$ cat src/rtl/conoPkg.sv
package conoPkg;

  localparam int wordWidth = 18;  // CONO and CONI word width

  // CONO PI function bits
  localparam int conoGenClr   = 4;
  localparam int conoSysClr   = 5;
  localparam int conoGenSet   = 6;
  localparam int conoOnSet    = 7;
  localparam int conoOnClr    = 8;
  localparam int conoOff      = 9;
  localparam int conoOn       = 10;
  localparam int conoLevelLsb = 11;  // Level n sits at bit n+10

  // PIA field of CONO APR and CONO MTR
  localparam int conoPiaLsb = 15;
  localparam int piaWidth   = 3;

  // CONI PI status word
  localparam int statHoldLsb = 3;
  localparam int statActive  = 10;
  localparam int statOnLsb   = 11;

endpackage

$ cat src/rtl/piPkg.sv
package piPkg;

  // Levels are numbered 1 (highest priority) to 7
  localparam int levelCount = 7;

  // Width of a level number, 0 means no level
  localparam int levelWidth = 3;

  // Who answers an interrupt cycle
  typedef enum logic [1:0] {
    srcExternal = 2'd0,
    srcGen      = 2'd1,
    srcApr      = 2'd2,
    srcMtr      = 2'd3
  } piSource;

  // Interrupt cycle sequencer states
  typedef enum logic [1:0] {
    stIdle   = 2'd0,
    stGrant  = 2'd1,
    stVector = 2'd2,
    stSettle = 2'd3
  } seqState;

endpackage

$ cat src/rtl/piController.sv
`timescale 1ns/10ps

module piController #(
  parameter int numLevels = piPkg::levelCount
) (
  input  logic                          clk,
  input  logic                          TIM,
  input  logic                          conoPi,
  input  logic                          conoApr,
  input  logic                          conoMtr,
  input  logic [conoPkg::wordWidth-1:0] conoData,
  input  logic [numLevels:1]            ioReq,
  input  logic                          aprInterrupt,
  input  logic                          mtrInterrupt,
  input  logic                          piDisable,
  input  logic                          dismiss,
  output logic                          piCycle,
  output logic [piPkg::levelWidth-1:0]  piLevel,
  output piPkg::piSource                piSrc,
  output logic                          vectorValid,
  output logic [piPkg::levelWidth-1:0]  holdLevel,
  output logic [conoPkg::wordWidth-1:0] coniData
);
  import piPkg::*;

  logic                  reqValid;
  logic [levelWidth-1:0] reqLevel;
  logic                  reqGen;
  logic [numLevels:1]    internalReq;
  piSource               matchSrc;
  logic                  setHold;
  logic [levelWidth-1:0] grantLevel;

  piLevelArbiter #(.numLevels(numLevels)) iArbiter (
    .clk         (clk),
    .TIM         (TIM),
    .conoPi      (conoPi),
    .conoData    (conoData),
    .ioReq       (ioReq),
    .internalReq (internalReq),
    .setHold     (setHold),
    .grantLevel  (grantLevel),
    .dismiss     (dismiss),
    .reqValid    (reqValid),
    .reqLevel    (reqLevel),
    .reqGen      (reqGen),
    .holdLevel   (holdLevel),
    .coniData    (coniData)
  );

  piDeviceSelect #(.numLevels(numLevels)) iDevSelect (
    .clk          (clk),
    .TIM          (TIM),
    .conoApr      (conoApr),
    .conoMtr      (conoMtr),
    .conoData     (conoData),
    .aprInterrupt (aprInterrupt),
    .mtrInterrupt (mtrInterrupt),
    .reqLevel     (reqLevel),
    .internalReq  (internalReq),
    .matchSrc     (matchSrc)
  );

  piCycleSequencer #(.numLevels(numLevels)) iSequencer (
    .clk         (clk),
    .TIM         (TIM),
    .reqValid    (reqValid),
    .reqLevel    (reqLevel),
    .reqGen      (reqGen),
    .matchSrc    (matchSrc),
    .piDisable   (piDisable),
    .piCycle     (piCycle),
    .piLevel     (piLevel),
    .piSrc       (piSrc),
    .vectorValid (vectorValid),
    .setHold     (setHold),
    .grantLevel  (grantLevel)
  );

endmodule

$ cat src/rtl/piCycleSequencer.sv
`timescale 1ns/10ps

module piCycleSequencer #(
  parameter int numLevels = piPkg::levelCount
) (
  input  logic                         clk,
  input  logic                         TIM,
  input  logic                         reqValid,
  input  logic [piPkg::levelWidth-1:0] reqLevel,
  input  logic                         reqGen,
  input  piPkg::piSource               matchSrc,
  input  logic                         piDisable,
  output logic                         piCycle,
  output logic [piPkg::levelWidth-1:0] piLevel,
  output piPkg::piSource               piSrc,
  output logic                         vectorValid,
  output logic                         setHold,
  output logic [piPkg::levelWidth-1:0] grantLevel
);
  import piPkg::*;

  seqState state;
  seqState stateNext;
  piSource srcPick;
  logic    startCycle;

  // Ignore level numbers beyond what this controller was built with
  assign startCycle = reqValid & ~piDisable & (reqLevel != '0) &
                      (int'(reqLevel) <= numLevels);

  // Internal device answer first, then software generate, else the bus
  always_comb begin
    if (matchSrc != srcExternal)
      srcPick = matchSrc;
    else if (reqGen)
      srcPick = srcGen;
    else
      srcPick = srcExternal;
  end

  always_comb begin
    stateNext = state;
    case (state)
      stIdle: begin
        if (startCycle)
          stateNext = stGrant;
      end
      stGrant:  stateNext = stVector;
      stVector: stateNext = stSettle;
      stSettle: stateNext = stIdle;  // New hold bit reaches reqLevel here
      default:  stateNext = stIdle;
    endcase
  end

  always_ff @(posedge clk or posedge TIM) begin
    if (TIM) begin
      state      <= stIdle;
      grantLevel <= '0;
      piSrc      <= srcExternal;
    end else begin
      state <= stateNext;
      if (state == stIdle && startCycle) begin
        grantLevel <= reqLevel;
        piSrc      <= srcPick;
      end
    end
  end

  assign piCycle     = (state == stGrant) || (state == stVector);
  assign vectorValid = (state == stVector);
  assign setHold     = (state == stVector);  // Hold bit set as the vector goes out
  assign piLevel     = grantLevel;

endmodule

$ cat src/rtl/piDeviceSelect.sv
`timescale 1ns/10ps

module piDeviceSelect #(
  parameter int numLevels = piPkg::levelCount
) (
  input  logic                          clk,
  input  logic                          TIM,
  input  logic                          conoApr,
  input  logic                          conoMtr,
  input  logic [conoPkg::wordWidth-1:0] conoData,
  input  logic                          aprInterrupt,
  input  logic                          mtrInterrupt,
  input  logic [piPkg::levelWidth-1:0]  reqLevel,
  output logic [numLevels:1]            internalReq,
  output piPkg::piSource                matchSrc
);
  import piPkg::*;
  import conoPkg::*;

  logic [piaWidth-1:0] aprPia;
  logic [piaWidth-1:0] mtrPia;
  logic [numLevels:1]  aprReq;
  logic [numLevels:1]  mtrReq;
  logic                aprMatch;
  logic                mtrMatch;

  always_ff @(posedge clk or posedge TIM) begin
    if (TIM) begin
      aprPia <= '0;
      mtrPia <= '0;
    end else begin
      if (conoApr)
        aprPia <= conoData[conoPiaLsb +: piaWidth];
      if (conoMtr)
        mtrPia <= conoData[conoPiaLsb +: piaWidth];
    end
  end

  // One-hot level per source; PIA 0 never matches a level
  always_comb begin
    for (int n = 1; n <= numLevels; n++) begin
      aprReq[n] = aprInterrupt & (aprPia == piaWidth'(n));
      mtrReq[n] = mtrInterrupt & (mtrPia == piaWidth'(n));
    end
  end

  assign internalReq = aprReq | mtrReq;

  assign aprMatch = aprInterrupt & (aprPia != '0) & (levelWidth'(aprPia) == reqLevel);
  assign mtrMatch = mtrInterrupt & (mtrPia != '0) & (levelWidth'(mtrPia) == reqLevel);

  always_comb begin
    if (aprMatch)
      matchSrc = srcApr;       // APR answers first on a shared level
    else if (mtrMatch)
      matchSrc = srcMtr;
    else
      matchSrc = srcExternal;
  end

endmodule

$ cat src/rtl/piLevelArbiter.sv
`timescale 1ns/10ps

module piLevelArbiter #(
  parameter int numLevels = piPkg::levelCount
) (
  input  logic                          clk,
  input  logic                          TIM,
  input  logic                          conoPi,
  input  logic [conoPkg::wordWidth-1:0] conoData,
  input  logic [numLevels:1]            ioReq,
  input  logic [numLevels:1]            internalReq,
  input  logic                          setHold,
  input  logic [piPkg::levelWidth-1:0]  grantLevel,
  input  logic                          dismiss,
  output logic                          reqValid,
  output logic [piPkg::levelWidth-1:0]  reqLevel,
  output logic                          reqGen,
  output logic [piPkg::levelWidth-1:0]  holdLevel,
  output logic [conoPkg::wordWidth-1:0] coniData
);
  import piPkg::*;
  import conoPkg::*;

  logic [numLevels:1]    onBits;
  logic [numLevels:1]    genBits;
  logic [numLevels:1]    holdBits;
  logic                  active;
  logic [numLevels:1]    levelSel;    // Level select field of the CONO word
  logic [numLevels:1]    requesting;
  logic [numLevels:1]    holdNext;
  logic [levelWidth-1:0] nextLevel;
  logic                  nextGen;
  logic                  sysClr;

  assign sysClr = conoPi & conoData[conoSysClr];

  always_comb begin
    for (int n = 1; n <= numLevels; n++) begin
      levelSel[n]   = conoData[conoLevelLsb + n - 1];
      requesting[n] = active & (genBits[n] | onBits[n] & (ioReq[n] | internalReq[n]));
    end
  end

  // Highest-priority level currently held
  always_comb begin
    holdLevel = '0;
    for (int n = numLevels; n >= 1; n--) begin
      if (holdBits[n])
        holdLevel = levelWidth'(n);
    end
  end

  // Only a level above everything in progress may interrupt
  always_comb begin
    int limit;
    limit     = (holdLevel == '0) ? numLevels + 1 : int'(holdLevel);
    nextLevel = '0;
    nextGen   = 1'b0;
    for (int n = numLevels; n >= 1; n--) begin
      if (requesting[n] && n < limit) begin
        nextLevel = levelWidth'(n);
        nextGen   = genBits[n];
      end
    end
  end

  always_comb begin
    holdNext = holdBits;
    for (int n = 1; n <= numLevels; n++) begin
      if (dismiss && holdLevel == levelWidth'(n))
        holdNext[n] = 1'b0;
      if (setHold && grantLevel == levelWidth'(n))
        holdNext[n] = 1'b1;
    end
  end

  always_ff @(posedge clk or posedge TIM) begin
    if (TIM) begin
      onBits   <= '0;
      genBits  <= '0;
      holdBits <= '0;
      active   <= 1'b0;
      reqLevel <= '0;
      reqValid <= 1'b0;
      reqGen   <= 1'b0;
    end else if (sysClr) begin
      onBits   <= '0;
      genBits  <= '0;
      holdBits <= '0;
      active   <= 1'b0;
      reqLevel <= '0;
      reqValid <= 1'b0;
      reqGen   <= 1'b0;
    end else begin
      holdBits <= holdNext;
      reqLevel <= nextLevel;
      reqValid <= (nextLevel != '0);
      reqGen   <= nextGen;
      if (conoPi) begin
        onBits  <= (onBits & ~({numLevels{conoData[conoOnClr]}} & levelSel)) |
                   ({numLevels{conoData[conoOnSet]}} & levelSel);
        genBits <= (genBits & ~({numLevels{conoData[conoGenClr]}} & levelSel)) |
                   ({numLevels{conoData[conoGenSet]}} & levelSel);
        if (conoData[conoOn])
          active <= 1'b1;  // Turning on wins over off
        else if (conoData[conoOff])
          active <= 1'b0;
      end
    end
  end

  always_comb begin
    coniData             = '0;
    coniData[statActive] = active;
    for (int n = 1; n <= numLevels; n++) begin
      coniData[statHoldLsb + n - 1] = holdBits[n];
      coniData[statOnLsb + n - 1]   = onBits[n];
    end
  end

endmodule

$ cat config.mk
export PLATFORM = sky130hd
export DESIGN_NAME = piController
export DESIGN_NICKNAME = d
export VERILOG_FILES = /design/src/rtl/conoPkg.sv /design/src/rtl/piPkg.sv /design/src/rtl/piController.sv /design/src/rtl/piCycleSequencer.sv /design/src/rtl/piDeviceSelect.sv /design/src/rtl/piLevelArbiter.sv
export SDC_FILE = /design/constraint.sdc
export NUM_CORES = 1
export LEC_CHECK = 0
export BUFFER_PORTS_ARGS = -buffer_cell sky130_fd_sc_hd__buf_2
export CELL_PAD_IN_SITES_DETAIL_PLACEMENT = 1
export CELL_PAD_IN_SITES_GLOBAL_PLACEMENT = 1
export CORE_MARGIN = 2
export CORE_UTILIZATION = 36
export CTS_CLUSTER_SIZE = 10
export DETAILED_ROUTE_END_ITERATION = 6
export HOLD_SLACK_MARGIN = 0.03
export PLACE_DENSITY = 0.85
export SKIP_CTS_REPAIR_TIMING = 1
export SYNTH_ARGS = -nofsm -noshare
export SYNTH_HDL_FRONTEND = slang
export SYNTH_SLANG_ARGS = --single-unit
$ cat constraint.sdc
create_clock -name clk -period 1.76 [get_ports clk]
set_input_delay 0.176 -clock clk [delete_from_list [all_inputs] [get_ports clk]]
set_output_delay 0.176 -clock clk [all_outputs]
set_load 0.01 [all_outputs]
==> impl_metrics.tcl <==
set metrics [dict create \
    run_status "finished, violations left" \
    violations "DRC, hold timing, setup timing" \
    ant_nets 0 \
    regArea_um2 1008 \
    drive_above_1_share 0.3960 \
    grt_max_degree 41 \
    overflow 0 \
    worstPathCellList "nor4b_4, nand2_2, or4b_4, a32oi_1, a21o_1, a21oi_2" \
    yosysWarnings 0 \
    worstSkewPairLatency_ns 0.31 \
    crit_slowest_cell "or4b_4" \
    port_buffers 54 \
    tightest_slew_ns 0.5161 \
    postLayoutCoreUtil 0.5003 \
    syn_avg_cell_area_um2 9.372 \
    placeableCoreArea_um2 6422 \
    vdd_drop_max_v 0.0004091 \
    drv_cap 0 \
    grt_pass1_vias 2415 \
    setup_tns_ns -0.6738 \
    worstPathMaxFanout 3 \
    multiInputGateArea_um2 1396 \
    ys_seq_area_frac 0.4156 \
    netlist_area_um2 2409 \
    tritoncts "done" \
    cts_made_buffers 5 \
    grt_usage 0.2109 \
    period_needed_ns 1.928 \
    dieArea_um2 7361 \
    hold_slack_ns -0.008476 \
    antenna_found_initial 0 \
    cts_htree_levels 2 \
    critPathArrivalTime_ns 2.11 \
    routed_via_density 5.622 \
    antennaDiodeCount 0 \
    crit_buf_inv 0 \
    drc 3 \
    drtPass1Iterations 7 \
    cts.clk_slew.worst_paths_ns 0.08 \
    synth_top_flop_cell "dfrtp_1" \
    dpl.cell_count 410 \
    min_period_over_period 1.095 \
    cpPeakStageDelay_ns 0.51 \
    rsz0062_at_grt "yes" \
    synthArstFlopShare 1.000 \
    synth_seq_cells 40 \
    clk_path_buf_depth 2 \
    place.gp.congestion 0.7898 \
    cts_root_buf "clkbuf_8" \
    fp.dieW_um 85.80 \
    synth_edf_count 0 \
    final_cell_mix "54 x buf_2, 40 x buf_4, 34 x dfrtp_1" \
    area_delta_synth_final_pct 33.40 \
    wl_mm 7.609 \
    start_kind "flip-flop" \
    wire_per_inst_um 17.99 \
    die_h_um 85.80 \
    dp_hpwl_mm 5.624 \
    fillers 769 \
    nNetsFinal 381 \
    cp_data_required_time_ns 1.94 \
    min_path_type "input pin to async pin" \
    critPathKind "flip-flop to flip-flop" \
    power_density_nw_per_um2 1017 \
    cp_top_family "simple AND/OR/NAND/NOR gates" \
    fin_cells 423 \
    skew_ns 0.007682 \
    fmax_mhz 518.7 \
    initial_core_util 0.3750 \
    maxSlewViolCount 0 \
    hold_viol_final 38 \
    cts.sinks 40 \
    synth_cell_types 59 \
    p_leak_nw 1.611 \
    synthCells 257 \
    rows 29 \
    grt_pass1_wl_mm 12.07 \
    finalPower_mw 3.267 \
    slew_headroom 0.6559 \
    cp-end-kind "flip-flop" \
    setup_slack_ns -0.1681 \
    vias 2378 \
    layout_commonest_cell "buf_2" \
    setup_viol 6 \
    drt_iter0_markers 91 \
    ios 62 \
]
-- path summary, 6_finish.rpt --
check                                          start              endpoint  slack, ns  depth (start not counted)
worst min-delay path                             TIM       iArbiter.reqGen     -0.008                          3
min in group clk                        conoData[10]       iArbiter.active       0.09                          2
worst max-delay path            iArbiter.holdBits[1]       iArbiter.reqGen      -0.17                          6
worst min register to register   iSequencer.piSrc[1]   iSequencer.piSrc[1]       0.48                          2
worst max register to register  iArbiter.holdBits[1]       iArbiter.reqGen      -0.17                          6
max in group asynchronous                        TIM  iArbiter.holdBits[3]       1.39                          3
-- state kept, by name, indices dropped and copies added, names as in the netlist, 3 cells and up --
| name | flops |
|---|---|
| iArbiter.reqLevel | 3 |
| iArbiter.onBits | 7 |
| iDevSelect.aprPia | 3 |
| iSequencer.grantLevel | 3 |
| iDevSelect.mtrPia | 3 |
| iArbiter.holdBits | 7 |
| iArbiter.genBits | 7 |
-- cells in the mapped netlist (2+ instances only) --
cell type   n  share of area
a21o_1     14          0.044
nor3_1      3         0.0062
nor4_1      2         0.0052
and4b_1     4          0.017
nand3_1     8          0.017
a22o_1      9          0.033
nand2b_1    4          0.010
a21oi_1    11          0.023
a31oi_1     2         0.0052
clkbuf_1    5         0.0078
o22ai_1     3         0.0078
buf_4       6          0.019
o31ai_1     2         0.0062
nand2_1    27          0.042
ha_1        2          0.010
a32o_1      4          0.017
dfrtp_1    40           0.42
mux2_2      7          0.033
and2_1      3         0.0078
xor2_1      3          0.011
inv_1       9          0.014
o31a_1      2         0.0073
buf_2       2         0.0042
nor3b_1     2         0.0062
a32oi_1     4          0.015
nor2b_1     6          0.016
nor4bb_1    3          0.012
o21ai_0    14          0.029
nor2_1     26          0.041
-- metrics by stage --
step	hold WS [ns]	setup slack, ns	instance area, um^2
floorplan	0.2724	-0.1445	2424
global placement	0.3371	-0.1306	2960
detailed placement	0.3369	-0.2938	2960
CTS	0.006558	-0.3325	3068
global route	0.05706	-0.2190	3213
finish	-0.008476	-0.1681	3213
-- layout make-up --
class	count	area share
Clock buffer	6	0.02259
Multi-Input combinational cell	195	0.4346
Sequential cell	40	0.3139
Tap cell	77	0.02998
Clock inverter	2	0.01090
Inverter	9	0.01051
Timing Repair Buffer	94	0.1776
-- report_power, final --
| group | leakage [nW] | switching [mW] | internal, mW |
|---|---|---|---|
| Sequential | 0.515 | 0.183 | 1.09 |
| Clock | 0.0552 | 0.337 | 0.421 |
| Combinational | 1.04 | 0.644 | 0.597 |
-- metal layers --
layer | up-vias | GRT usage | wire length, um
li1 | 1116 | - | -
met1 | 1183 | 0.2725 | 3242
met2 | 68 | 0.3629 | 3887
met3 | 11 | 0.02695 | 330
met4 | 0 | 0.07504 | 148
met5 | - | 0 | 0
-- cells by family after synthesis --
kind of cell,share of synthesized area
simple gates,0.2421
compound gates,0.2322
flops,0.4156
buf+inv,0.05091
mux,0.03273
xor+xnor,0.01455
fa+ha+maj,0.01039
other cells,0.001557
-- worst min-delay path, stage by stage --
cell,delay [ns]
buf_2,0.09
inv_1,0.04
buf_4,0.43
No activity file was read; power rests on OpenSTA's default activity.
